[src/logic/bdmaPkg.sv]
package bdmaPkg;

  localparam int addrWidth    = 14;
  localparam int countWidth   = 14;
  localparam int extAddrWidth = 22;

  // wait count used after reset and whenever software writes zero
  localparam logic [3:0] defaultWait = 4'd15;

  typedef enum logic [1:0] {
    selCount   = 2'd0,
    selCtl     = 2'd1,
    selIntAddr = 2'd2,
    selExtAddr = 2'd3
  } bdmaRegSel_e;

  typedef enum logic [1:0] {
    typePmWord = 2'd0,  // three bytes, high first
    typeDmFull = 2'd1,  // two bytes, high first
    typeDmHigh = 2'd2,  // one byte in the high half, low half zero
    typeDmLow  = 2'd3   // one byte in the low half, high half zero
  } bdmaType_e;

  typedef struct packed {
    logic [7:0] page;
    logic [3:0] waitStates;
    logic       bootReset;
    logic       dir;        // 1 moves internal words out to the external bus
    bdmaType_e  xferType;
  } bdmaCtl_t;

  typedef struct packed {
    logic [15:0] dmWord;
    logic [7:0]  unused;
  } bdmaDmWord_t;

  typedef union packed {
    logic [23:0] pmWord;
    bdmaDmWord_t dm;
  } bdmaWord_u;

  // index of the final byte of a word for each transfer type
  function automatic logic [1:0] lastIndex(bdmaType_e xferType);
    case (xferType)
      typePmWord: return 2'd2;
      typeDmFull: return 2'd1;
      default:    return 2'd0;
    endcase
  endfunction

  // lane 0 is bits 23:16, lane 1 is 15:8, lane 2 is 7:0
  function automatic logic [1:0] laneOf(bdmaType_e xferType, logic [1:0] byteIndex);
    return (xferType == typeDmLow) ? 2'd1 : byteIndex;
  endfunction

endpackage
[src/logic/bdmaTop.sv]
`timescale 1ns/1ps

module bdmaTop import bdmaPkg::*; (
  input  logic                    DSPCLK,
  input  logic                    RST,
  input  logic                    regWe,
  input  bdmaRegSel_e             regSel,
  input  logic [15:0]             regWdata,
  output logic [15:0]             regRdata,
  output logic [extAddrWidth-1:0] extAddr,
  output logic                    extRdN,
  output logic                    extWrN,
  input  logic [7:0]              extRdata,
  output logic [7:0]              extWdata,
  output logic                    stealReq,
  input  logic                    stealAck,
  output logic                    intPm,
  output logic [addrWidth-1:0]    intAddr,
  output logic                    intWe,
  output bdmaWord_u               intWdata,
  input  logic [23:0]             intRdata,
  output logic                    busy,
  output logic                    bdmaEnd,
  output logic                    bootResetReq
);

  bdmaCtl_t              ctl;
  logic                  start;
  logic [countWidth-1:0] count;
  logic [addrWidth-1:0]  intAddrReg;
  logic [addrWidth-1:0]  extAddrReg;
  logic                  wordDone;
  logic                  byteDone;
  logic                  byteStrobe;
  logic [1:0]            byteIndex;
  logic                  wordPending;

  assign intPm   = (ctl.xferType == typePmWord);
  assign intAddr = intAddrReg;

  bdmaRegs uRegs (
    .DSPCLK, .RST, .regWe, .regSel, .regWdata, .wordDone, .byteDone,
    .regRdata, .ctl, .start, .count, .intAddrReg, .extAddrReg
  );

  bdmaSequencer uSequencer (
    .DSPCLK, .RST, .ctl, .start, .count, .extAddrReg, .wordPending, .stealAck,
    .busy, .extAddr, .extRdN, .extWrN, .stealReq, .byteStrobe, .byteIndex,
    .wordDone, .byteDone, .bdmaEnd, .bootResetReq
  );

  bdmaReadPacker uReadPacker (
    .DSPCLK, .RST, .ctl, .byteStrobe, .byteIndex, .extRdata, .stealAck,
    .intWdata, .intWe, .wordPending
  );

  bdmaWriteSlicer uWriteSlicer (
    .DSPCLK, .RST, .ctl, .intRdata, .stealAck, .stealReq, .byteIndex, .extWdata
  );

endmodule

[src/logic/bdmaWriteSlicer.sv]
`timescale 1ns/1ps

module bdmaWriteSlicer import bdmaPkg::*; (
  input  logic        DSPCLK,
  input  logic        RST,
  input  bdmaCtl_t    ctl,
  input  logic [23:0] intRdata,
  input  logic        stealAck,
  input  logic        stealReq,
  input  logic [1:0]  byteIndex,
  output logic [7:0]  extWdata
);

  logic [23:0] heldWord;

  // internal read data is only valid on the grant cycle
  always_ff @(posedge DSPCLK or posedge RST) begin
    if (RST)
      heldWord <= '0;
    else if (ctl.dir && stealReq && stealAck)
      heldWord <= intRdata;
  end

  // ======================================================================
  // lane select, the packer's placement run backwards
  // ======================================================================
  always_comb begin
    case (laneOf(ctl.xferType, byteIndex))
      2'd0:    extWdata = heldWord[23:16];
      2'd1:    extWdata = heldWord[15:8];
      default: extWdata = heldWord[7:0];
    endcase
  end

endmodule

[src/logic/bdmaReadPacker.sv]
`timescale 1ns/1ps

module bdmaReadPacker import bdmaPkg::*; (
  input  logic       DSPCLK,
  input  logic       RST,
  input  bdmaCtl_t   ctl,
  input  logic       byteStrobe,
  input  logic [1:0] byteIndex,
  input  logic [7:0] extRdata,
  input  logic       stealAck,
  output bdmaWord_u  intWdata,
  output logic       intWe,
  output logic       wordPending
);

  bdmaWord_u asmWord;
  bdmaWord_u nextWord;
  logic      wordComplete;

  assign wordComplete = byteStrobe && (byteIndex == lastIndex(ctl.xferType));

  // the incoming byte merged into the word under assembly
  always_comb begin
    nextWord = asmWord;
    case (laneOf(ctl.xferType, byteIndex))
      2'd0:    nextWord.pmWord[23:16] = extRdata;
      2'd1:    nextWord.pmWord[15:8]  = extRdata;
      default: nextWord.pmWord[7:0]   = extRdata;
    endcase
    if (ctl.xferType != typePmWord)
      nextWord.dm.unused = '0;
    if (ctl.xferType == typeDmHigh)
      nextWord.dm.dmWord[7:0] = '0;  // aligned high, zero below
    if (ctl.xferType == typeDmLow)
      nextWord.dm.dmWord[15:8] = '0;
  end

  always_ff @(posedge DSPCLK) begin
    if (byteStrobe)
      asmWord <= nextWord;
    if (wordComplete)
      intWdata <= nextWord; // holding register frees assembly for the next word
  end

  always_ff @(posedge DSPCLK or posedge RST) begin
    if (RST)
      wordPending <= 1'b0;
    else if (wordComplete)
      wordPending <= 1'b1;
    else if (stealAck)
      wordPending <= 1'b0;
  end

  assign intWe = wordPending && stealAck;

endmodule

[src/logic/bdmaSequencer.sv]
`timescale 1ns/1ps

module bdmaSequencer import bdmaPkg::*; (
  input  logic                    DSPCLK,
  input  logic                    RST,
  input  bdmaCtl_t                ctl,
  input  logic                    start,
  input  logic [countWidth-1:0]   count,
  input  logic [addrWidth-1:0]    extAddrReg,
  input  logic                    wordPending,
  input  logic                    stealAck,
  output logic                    busy,
  output logic [extAddrWidth-1:0] extAddr,
  output logic                    extRdN,
  output logic                    extWrN,
  output logic                    stealReq,
  output logic                    byteStrobe,
  output logic [1:0]              byteIndex,
  output logic                    wordDone,
  output logic                    byteDone,
  output logic                    bdmaEnd,
  output logic                    bootResetReq
);

  logic       active;    // external strobe phase of a byte
  logic [3:0] waitCnt;
  logic [1:0] byteCnt;
  logic       haveWord;  // write direction word captured and being sliced
  logic       writeReq;
  logic       lastWord;
  logic       endDly;
  logic       lastWait;
  logic       finalByte;
  logic       grant;
  logic       readStart;
  logic       writeStart;

  assign lastWait  = active && (waitCnt == ctl.waitStates);
  assign finalByte = (byteCnt == lastIndex(ctl.xferType));
  assign grant     = stealReq && stealAck;

  // a new read word only starts while more words remain than already wait for a grant,
  // and a word's final byte waits until the holding register is free
  assign readStart = !ctl.dir && !active &&
                     (byteCnt != 2'd0 || count > countWidth'(wordPending)) &&
                     !(finalByte && wordPending && !stealAck);
  assign writeStart = ctl.dir && !active && (grant || (haveWord && byteCnt != 2'd0));

  // ======================================================================
  // byte timing
  // ======================================================================
  always_ff @(posedge DSPCLK or posedge RST) begin
    if (RST) begin
      busy    <= 1'b0;
      active  <= 1'b0;
      waitCnt <= '0;
      byteCnt <= '0;
    end else begin
      if (start)
        busy <= 1'b1;
      else if (bdmaEnd)
        busy <= 1'b0;
      if (lastWait)
        active <= 1'b0;
      else if (busy && (readStart || writeStart))
        active <= 1'b1;
      if (lastWait)
        waitCnt <= '0;
      else if (active)
        waitCnt <= waitCnt + 1'b1;
      if (start)
        byteCnt <= '0;
      else if (lastWait)
        byteCnt <= finalByte ? 2'd0 : byteCnt + 1'b1;
    end
  end

  // ======================================================================
  // write direction steal and completion
  // ======================================================================
  always_ff @(posedge DSPCLK or posedge RST) begin
    if (RST) begin
      haveWord <= 1'b0;
      writeReq <= 1'b0;
      lastWord <= 1'b0;
      endDly   <= 1'b0;
    end else begin
      if (grant && ctl.dir)
        haveWord <= 1'b1;
      else if (lastWait && finalByte)
        haveWord <= 1'b0;
      if (grant)
        writeReq <= 1'b0;
      else if (busy && ctl.dir && !haveWord && !active && count != '0)
        writeReq <= 1'b1;
      if (grant && ctl.dir)
        lastWord <= (count == countWidth'(1));
      endDly <= bdmaEnd && ctl.bootReset; // second cycle of the core reset request
    end
  end

  assign stealReq = writeReq || wordPending;
  assign bdmaEnd  = busy && (ctl.dir ? (lastWait && finalByte && lastWord)
                                     : (grant && count == countWidth'(1)));
  assign bootResetReq = (bdmaEnd && ctl.bootReset) || endDly;

  assign byteStrobe = lastWait && !ctl.dir;
  assign byteDone   = lastWait;
  assign wordDone   = grant;
  assign byteIndex  = byteCnt;
  assign extAddr    = {ctl.page, extAddrReg};
  assign extRdN     = !(active && !ctl.dir);
  assign extWrN     = !(active && ctl.dir);

endmodule

[src/logic/bdmaRegs.sv]
`timescale 1ns/1ps

module bdmaRegs import bdmaPkg::*; (
  input  logic                  DSPCLK,
  input  logic                  RST,
  input  logic                  regWe,
  input  bdmaRegSel_e           regSel,
  input  logic [15:0]           regWdata,
  input  logic                  wordDone,
  input  logic                  byteDone,
  output logic [15:0]           regRdata,
  output bdmaCtl_t              ctl,
  output logic                  start,
  output logic [countWidth-1:0] count,
  output logic [addrWidth-1:0]  intAddrReg,
  output logic [addrWidth-1:0]  extAddrReg
);

  bdmaCtl_t ctlWr;
  logic     wrCount;
  logic     wrCtl;
  logic     wrIntAddr;
  logic     wrExtAddr;

  assign wrCount   = regWe && (regSel == selCount);
  assign wrCtl     = regWe && (regSel == selCtl);
  assign wrIntAddr = regWe && (regSel == selIntAddr);
  assign wrExtAddr = regWe && (regSel == selExtAddr);

  assign start = wrCount && (regWdata[countWidth-1:0] != '0); // zero count never starts

  always_comb begin
    ctlWr = bdmaCtl_t'(regWdata);
    if (ctlWr.waitStates == 4'd0)
      ctlWr.waitStates = defaultWait;
  end

  // ======================================================================
  // software writes win over engine updates in the same cycle
  // ======================================================================
  always_ff @(posedge DSPCLK or posedge RST) begin
    if (RST) begin
      ctl   <= '{page: '0, waitStates: defaultWait, bootReset: 1'b0,
                 dir: 1'b0, xferType: typePmWord};
      count <= '0;
    end else begin
      if (wrCtl)
        ctl <= ctlWr;
      if (wrCount)
        count <= regWdata[countWidth-1:0];
      else if (wordDone)
        count <= count - 1'b1;
    end
  end

  always_ff @(posedge DSPCLK or posedge RST) begin
    if (RST) begin
      intAddrReg <= '0;
      extAddrReg <= '0;
    end else begin
      if (wrIntAddr)
        intAddrReg <= regWdata[addrWidth-1:0];
      else if (wordDone)
        intAddrReg <= intAddrReg + 1'b1; // one internal word per grant
      if (wrExtAddr)
        extAddrReg <= regWdata[addrWidth-1:0];
      else if (byteDone)
        extAddrReg <= extAddrReg + 1'b1;
    end
  end

  always_comb begin
    case (regSel)
      selCount:   regRdata = 16'(count);
      selCtl:     regRdata = 16'(ctl);
      selIntAddr: regRdata = 16'(intAddrReg);
      default:    regRdata = 16'(extAddrReg);
    endcase
  end

endmodule

[config.mk]
export PLATFORM = sky130hd
export DESIGN_NAME = bdmaTop
export DESIGN_NICKNAME = d
export VERILOG_FILES = /design/src/logic/bdmaPkg.sv /design/src/logic/bdmaTop.sv /design/src/logic/bdmaWriteSlicer.sv /design/src/logic/bdmaReadPacker.sv /design/src/logic/bdmaSequencer.sv /design/src/logic/bdmaRegs.sv
export SDC_FILE = /design/constraint.sdc
export NUM_CORES = 1
export LEC_CHECK = 0
export BUFFER_PORTS_ARGS = -buffer_cell sky130_fd_sc_hd__clkbuf_2
export CAP_MARGIN = 20
export CELL_PAD_IN_SITES_DETAIL_PLACEMENT = 0
export CELL_PAD_IN_SITES_GLOBAL_PLACEMENT = 1
export CORE_ASPECT_RATIO = 0.6
export CORE_MARGIN = 4
export CORE_UTILIZATION = 43
export DETAILED_ROUTE_END_ITERATION = 10
export PLACE_DENSITY = 0.79
export SYNTH_ARGS = -nofsm -noshare
export SYNTH_HDL_FRONTEND = slang
export SYNTH_SLANG_ARGS = --single-unit
[constraint.sdc]
create_clock -name DSPCLK -period 4.5 [get_ports DSPCLK]
set_input_delay 0.9 -clock DSPCLK [delete_from_list [all_inputs] [get_ports DSPCLK]]
set_output_delay 0.9 -clock DSPCLK [all_outputs]
set_load 0.005 [all_outputs]
### Yosys cells after proc, flatten, opt, wreduce, memory -nomap -nowiden

Index checks and enable logic that the tools add are counted.

| word-level totals | value |
|---|---|
| register bits | 143 |
| input port bits | 54 |
| logic and storage cells | 133 |

| cells by class | value |
|---|---|
| add/sub/neg operators | 5 |
| magnitude comparators | 1 |
| equality and inequality tests | 10 |
| multiplexer cells | 33 |
| reduce and logical (&&, ||, !) cells | 64 |

Operators by type and width:

| operator | count |
|---|---|
| $mux W14 | 6 |
| $mux W8 | 6 |
| $pmux W16 S3 | 1 |
| $logic_and A1 B1 Y1 | 33 |
| $add A14 B1 Y14 const B | 2 |
| $reduce_bool A14 Y1 | 2 |
| $reduce_bool A2 Y1 | 12 |
| $pmux W8 S2 | 1 |
| $eq A14 B1 Y1 const B | 1 |
| $gt A14 B1 Y1 | 1 |
| $sub A14 B1 Y14 const B | 1 |
| $mux W4 | 3 |
| $mux W1 | 11 |
| $eq A2 B2 Y1 const B | 4 |
| $mux W2 | 4 |
| $logic_not A1 Y1 | 7 |
| $eq A2 B1 Y1 const B | 3 |
| $logic_not A2 Y1 | 3 |
| $logic_or A1 B1 Y1 | 5 |
| $add A4 B1 Y4 const B | 1 |
| $eq A4 B4 Y1 | 1 |
| $logic_not A4 Y1 | 1 |
| $pmux W2 S2 | 1 |
| $add A2 B1 Y2 const B | 1 |
| other kinds (2) | 2 |

### Logic depth before layout (Yosys ltp)

| logic depth | value |
|---|---|
| depth in word-level cells | 11 |
| gate-level depth with buffers | 7 |
| depth with buffers taken out | 6 |

### By module

Synthesis repeated with hierarchy kept, for this count alone.

| second synthesis, totals | value |
|---|---|
| cells, all modules | 630 |
| area, all modules | 7399.6 um^2 |

Modules (own cells, without submodules):

| module | times used | cells each | area an instance (um^2) | seq. area each (um^2) |
|---|---|---|---|---|
| bdmaRegs | 1 | 316 | 3338.2 | 1456.4 |
| bdmaReadPacker | 1 | 134 | 1964.4 | 1466.4 |
| bdmaWriteSlicer | 1 | 71 | 1111.1 | 600.6 |
| bdmaSequencer | 1 | 108 | 982.2 | 300.3 |
| bdmaTop | 1 | 1 | 3.8 | 0.0 |

### Worst setup path after synthesis

OpenSTA, ideal clock, no wires.

| path | value |
|---|---|
| path kind | flip-flop to flip-flop |
| from | reg, netlist name uRegs.ctl[4] |
| to | reg uReadPacker.intWdata[0] in the netlist's numbering (enable) |
| library setup time | 0.435 ns |
| arrival time | 2.993 ns |
| slack | 1.072 ns |
| stages on the path, launching flop included | 6 |
| path buffers | 1 |
| clock period less this slack | 3.428 ns |
| cells stage by stage | dfstp_2 > xnor2_1 > nand3_1 > clkbuf_1 > or2_1 > nor3_1 |

| on the way | value |
|---|---|
| cells in the longest elaborated chain, start to end | 4 |

Ends and longest elaborated chain:

| element | RTL line | source |
|---|---|---|
| $eq A4 B4 Y1 | bdmaSequencer.sv:38 | `assign lastWait = active && (waitCnt == ctl.waitStates);` |
| $logic_and A1 B1 Y1 | bdmaSequencer.sv:38 |  |
| $logic_and A1 B1 Y1 | bdmaSequencer.sv:107 | `assign byteStrobe = lastWait && !ctl.dir;` |
| $logic_and A1 B1 Y1 | bdmaReadPacker.sv:20 | `assign wordComplete = byteStrobe && (byteIndex == lastIndex(ctl.xferType));` |
| named net uReadPacker.wordComplete | bdmaReadPacker.sv:18 | `logic wordComplete;` |
| end signal, assigned | bdmaReadPacker.sv:42 | `intWdata <= nextWord;` |
| end, declared | bdmaReadPacker.sv:11 | `output bdmaWord_u intWdata,` |

The timed path passes the listed nets, and every way through them passes these cells.
A chain may end at the register's enable or synchronous reset.

### Final worst setup path

| path | value |
|---|---|
| from | reg uRegs.count[2] |
| to | out bootResetReq |

| on the way | value |
|---|---|
| cells in the longest elaborated chain, start to end | 6 |

Ends and longest elaborated chain:

| element | RTL line | source |
|---|---|---|
| start, declared | bdmaRegs.sv:14 | `output logic [countWidth-1:0] count,` |
| start signal, assigned | bdmaRegs.sv:50 | `count <= regWdata[countWidth-1:0];` |
| start signal, assigned | bdmaRegs.sv:52 | `count <= count - 1'b1;` |
| $eq A14 B1 Y1 | bdmaSequencer.sv:104 | `: (grant && count == countWidth'(1)));` |
| $logic_and A1 B1 Y1 | bdmaSequencer.sv:104 |  |
| $mux W1 | bdmaSequencer.sv:103 | `assign bdmaEnd = busy && (ctl.dir ? (lastWait && finalByte && lastWord)` |
| $logic_and A1 B1 Y1 | bdmaSequencer.sv:103 |  |
| $logic_and A1 B1 Y1 | bdmaSequencer.sv:105 | `assign bootResetReq = (bdmaEnd && ctl.bootReset) \|\| endDly;` |
| $logic_or A1 B1 Y1 | bdmaSequencer.sv:105 |  |
| end, declared | bdmaTop.sv:24 | `output logic bootResetReq` |

Every way passes these cells.

==> results_dict.tcl <==
set metrics [dict create \
    syn_area_per_cell_um2 11.0 \
    post-route-util 0.547 \
    via_count 5564 \
    synth-seq-cells 143 \
    cts_max_path_buffers 2 \
    cts_resized 0 \
    vdd_drop_max_v 0.000236 \
    antenna_cells 0 \
    cts.clk_slew.worst_paths_ns 0.07 \
    synth-seq-area-share 0.543 \
    cts_tree "built" \
    hold_viol 0 \
    period_needed_ns 3.76 \
    synthXorXnorAreaFrac 0.0560 \
    grt_use_total 0.216 \
    setup_viol 0 \
    synth_cells 641 \
    core_region_area_mm2 0.0157 \
    finalNetCount 839 \
    internal-power_mw 3.15 \
    drt-initial-drc-count 540 \
    antenna_left 0 \
    portBuffers 145 \
    grt_pass1_wl_mm 31.3 \
    cts_setup_buffers 0 \
    syn_to_final_growth_pct 21.8 \
    slew_viol_final 0 \
    antenna_found_initial 0 \
    pwr-share-seq 0.426 \
    hp-class "in2async" \
    grt_pass1_vias 5315 \
    yosysTopAreaCell "dfrtp_1" \
    synth_compound_area_frac 0.0965 \
    wl_mm 19.8 \
    synth_top_family_by_area "simple AND/OR/NAND/NOR gates" \
    rows 35 \
    cts_buffers 17 \
    final_common_cell "clkbuf_2" \
    fp.dieH_um 107 \
    die_area_mm2 0.0185 \
    cp.required_ns 3.60 \
    power_density_mw_per_mm2 575 \
    wl_per_cell_um 19.9 \
    hpwl_mm 14.4 \
    die_x_um 173 \
    synthTopCellsByArea "dfrtp_1 (32%), edfxtp_1 (20%), nand2_1 (5.7%)" \
    crit_start "uRegs.count[2]$_DFFE_PP0P_" \
    synth-simple-area-share 0.148 \
    clk_latency_ns 0.42 \
    synth_ff_type "dfrtp_1" \
    hold_buffers 0 \
    synth_top_area_share 0.323 \
    synthMuxAreaShare 0.109 \
    h-tree-depth 4 \
    tns_ns 0 \
    yosys.area_share.adder 0.0142 \
    async_flop_share 0.664 \
    clkPwrFrac 0.287 \
    grt-ovfl-total 0 \
    synth_edf_count 48 \
    path_max_fanout 7 \
    floorplan.initialDensity 0.449 \
    grt_max_degree 62 \
    cp-start-kind "flop" \
    p_leak_nw 3.63 \
    rr_startpoint "uRegs.count[2]$_DFFE_PP0P_" \
    gp_congestion 0.920 \
    layout_common_cells "clkbuf_2 (145), nand2_1 (107), dfrtp_1 (91)" \
    switching_power_mw 1.78 \
    rsz0062_at_grt "no" \
    path_class "reg2out" \
    switching_share 0.361 \
    firstDrtPassIters 5 \
    cp.arrival_ns 2.86 \
    end_kind "primary output" \
    maxSlewHeadroom 0.361 \
    synth_cell_types 56 \
    fill_cells 1387 \
    cts_root_buf "clkbuf_16" \
    yosysWarnings 0 \
    maxCapViolCount 0 \
    finClkSkew_ns 0.0108 \
    drc 0 \
    via_per_inst 5.60 \
    p_comb_frac 0.287 \
    syn_nets 703 \
    drive_above_1_share 0.280 \
    io-pin-count 146 \
    synth_area_mm2 0.00704 \
    min_period_over_period 0.835 \
    max_freq_mhz 266 \
    outcome "finished, final reports clean" \
    worst_pin_slew_ns 0.958 \
    numClockSinks 143 \
]
path summary, 6_finish.rpt:
check	depth (start not counted)	slack (ns)	to
min in group DSPCLK	1	0.49	uWriteSlicer.heldWord[22]$_DFFE_PP0P_
setup / recovery	6	0.74	bootResetReq
setup reg to reg	5	2.05	uSequencer.busy$_DFFE_PP0P_
hold / removal	2	0.43	uWriteSlicer.heldWord[16]$_DFFE_PP0P_
hold reg to reg	1	0.49	uWriteSlicer.heldWord[22]$_DFFE_PP0P_
max in group asynchronous	4	2.98	uRegs.ctl[5]$_DFFE_PP1P_
per-stage QoR:
| stage | std cells | worst slack (ns) | hold slack [ns] | power [mW] | area [um2] |
|---|---|---|---|---|---|
| after floorplan | 641 | 1.07 | 0.459 | 2.92 | 7040 |
| after global placement | 958 | 1.30 | 0.475 | 3.47 | 7920 |
| after detailed placement | 958 | 1.21 | 0.483 | 3.53 | 7920 |
| after CTS | 990 | 0.746 | 0.497 | 4.95 | 8510 |
| after global routing | 993 | 0.629 | 0.438 | 5.22 | 8580 |
| final | 993 | 0.743 | 0.429 | 4.93 | 8580 |
worst max-delay path, stage by stage, from the launching register on:
cell and delay (ns):
dfrtp_1 0.45, or4_4 0.55, or3_1 0.52, nor4_4 0.41, a32oi_2 0.18, o21bai_1 0.20, clkbuf_2 0.13
registers in the layout, summed over array words and instances, names as in the netlist:
name	cells
uReadPacker.asmWord	24
uReadPacker.intWdata	24
uReadPacker.wordPending	1
uRegs.count	14
uRegs.ctl	16
uRegs.extAddrReg	14
uRegs.intAddrReg	14
uSequencer.active	1
uSequencer.busy	1
uSequencer.byteIndex	2
uSequencer.endDly	1
uSequencer.haveWord	1
uSequencer.lastWord	1
uSequencer.waitCnt	4
uSequencer.writeReq	1
uWriteSlicer.heldWord	24
power groups by stage:
stage | clock, mW | sequential, mW | combinational (mW)
after floorplan | 0 | 1.96 | 0.964
after global placement | 0 | 2.10 | 1.37
after detailed placement | 0 | 2.12 | 1.41
after CTS | 1.43 | 2.10 | 1.42
after global routing | 1.50 | 2.15 | 1.58
final | 1.41 | 2.10 | 1.42
cell type report:
| class | count | area, um2 | area share |
|---|---|---|---|
| Sequential cell | 143 | 3820 | 0.446 |
| Multi-Input combinational cell | 445 | 3000 | 0.349 |
| Timing Repair Buffer | 158 | 863 | 0.101 |
| Clock buffer | 17 | 425 | 0.0496 |
| Tap cell | 203 | 254 | 0.0296 |
| Clock inverter | 15 | 168 | 0.0195 |
| Inverter | 12 | 46.3 | 0.00540 |
Yosys cell counts (2+ instances only):
library cell and number:
buf_2 2, o21a_1 2, and3_1 3, or2_2 2, or3_1 2, dfrtp_1 91, edfxtp_1 48, inv_1 11
dfstp_2 4, nor4_2 2, ha_1 8, mux2i_1 17, nor3_1 14, nand2_1 107, nor3b_1 3, buf_1 4
nor2b_1 2, nand4_1 5, nor4_1 11, nor2_1 38, o22a_1 4, xnor2_1 33, a21oi_1 25, o21ai_1 47
a22oi_1 16, and2_1 5, or2_1 2, nand2b_1 3, nand3_1 14, and4_1 3, mux4_2 14, clkbuf_1 27
xor2_1 12, o21ai_0 8, buf_4 8, mux2_1 24
kinds of logic (layout without fill, tap and decap cells):
group                      count (synthesis)  count (layout)
adders and majority gates                  8               8
muxes                                     56              56
AOI/OAI and AO/OA                        114             114
buffers and inverters                     53             202
xor gates and xnor gates                  45              45
DFF                                      143             143
and+or+nand+nor                          222             222
metal layers:
metal,vias to the layer above,share of wire,GRT usage
li1,2556,-,-
met1,2719,0.48,0.338
met2,276,0.42,0.295
met3,13,0.097,0.0641
met4,0,0.0077,0.0398
met5,-,0,0
Power figures use the tool's default switching activity.
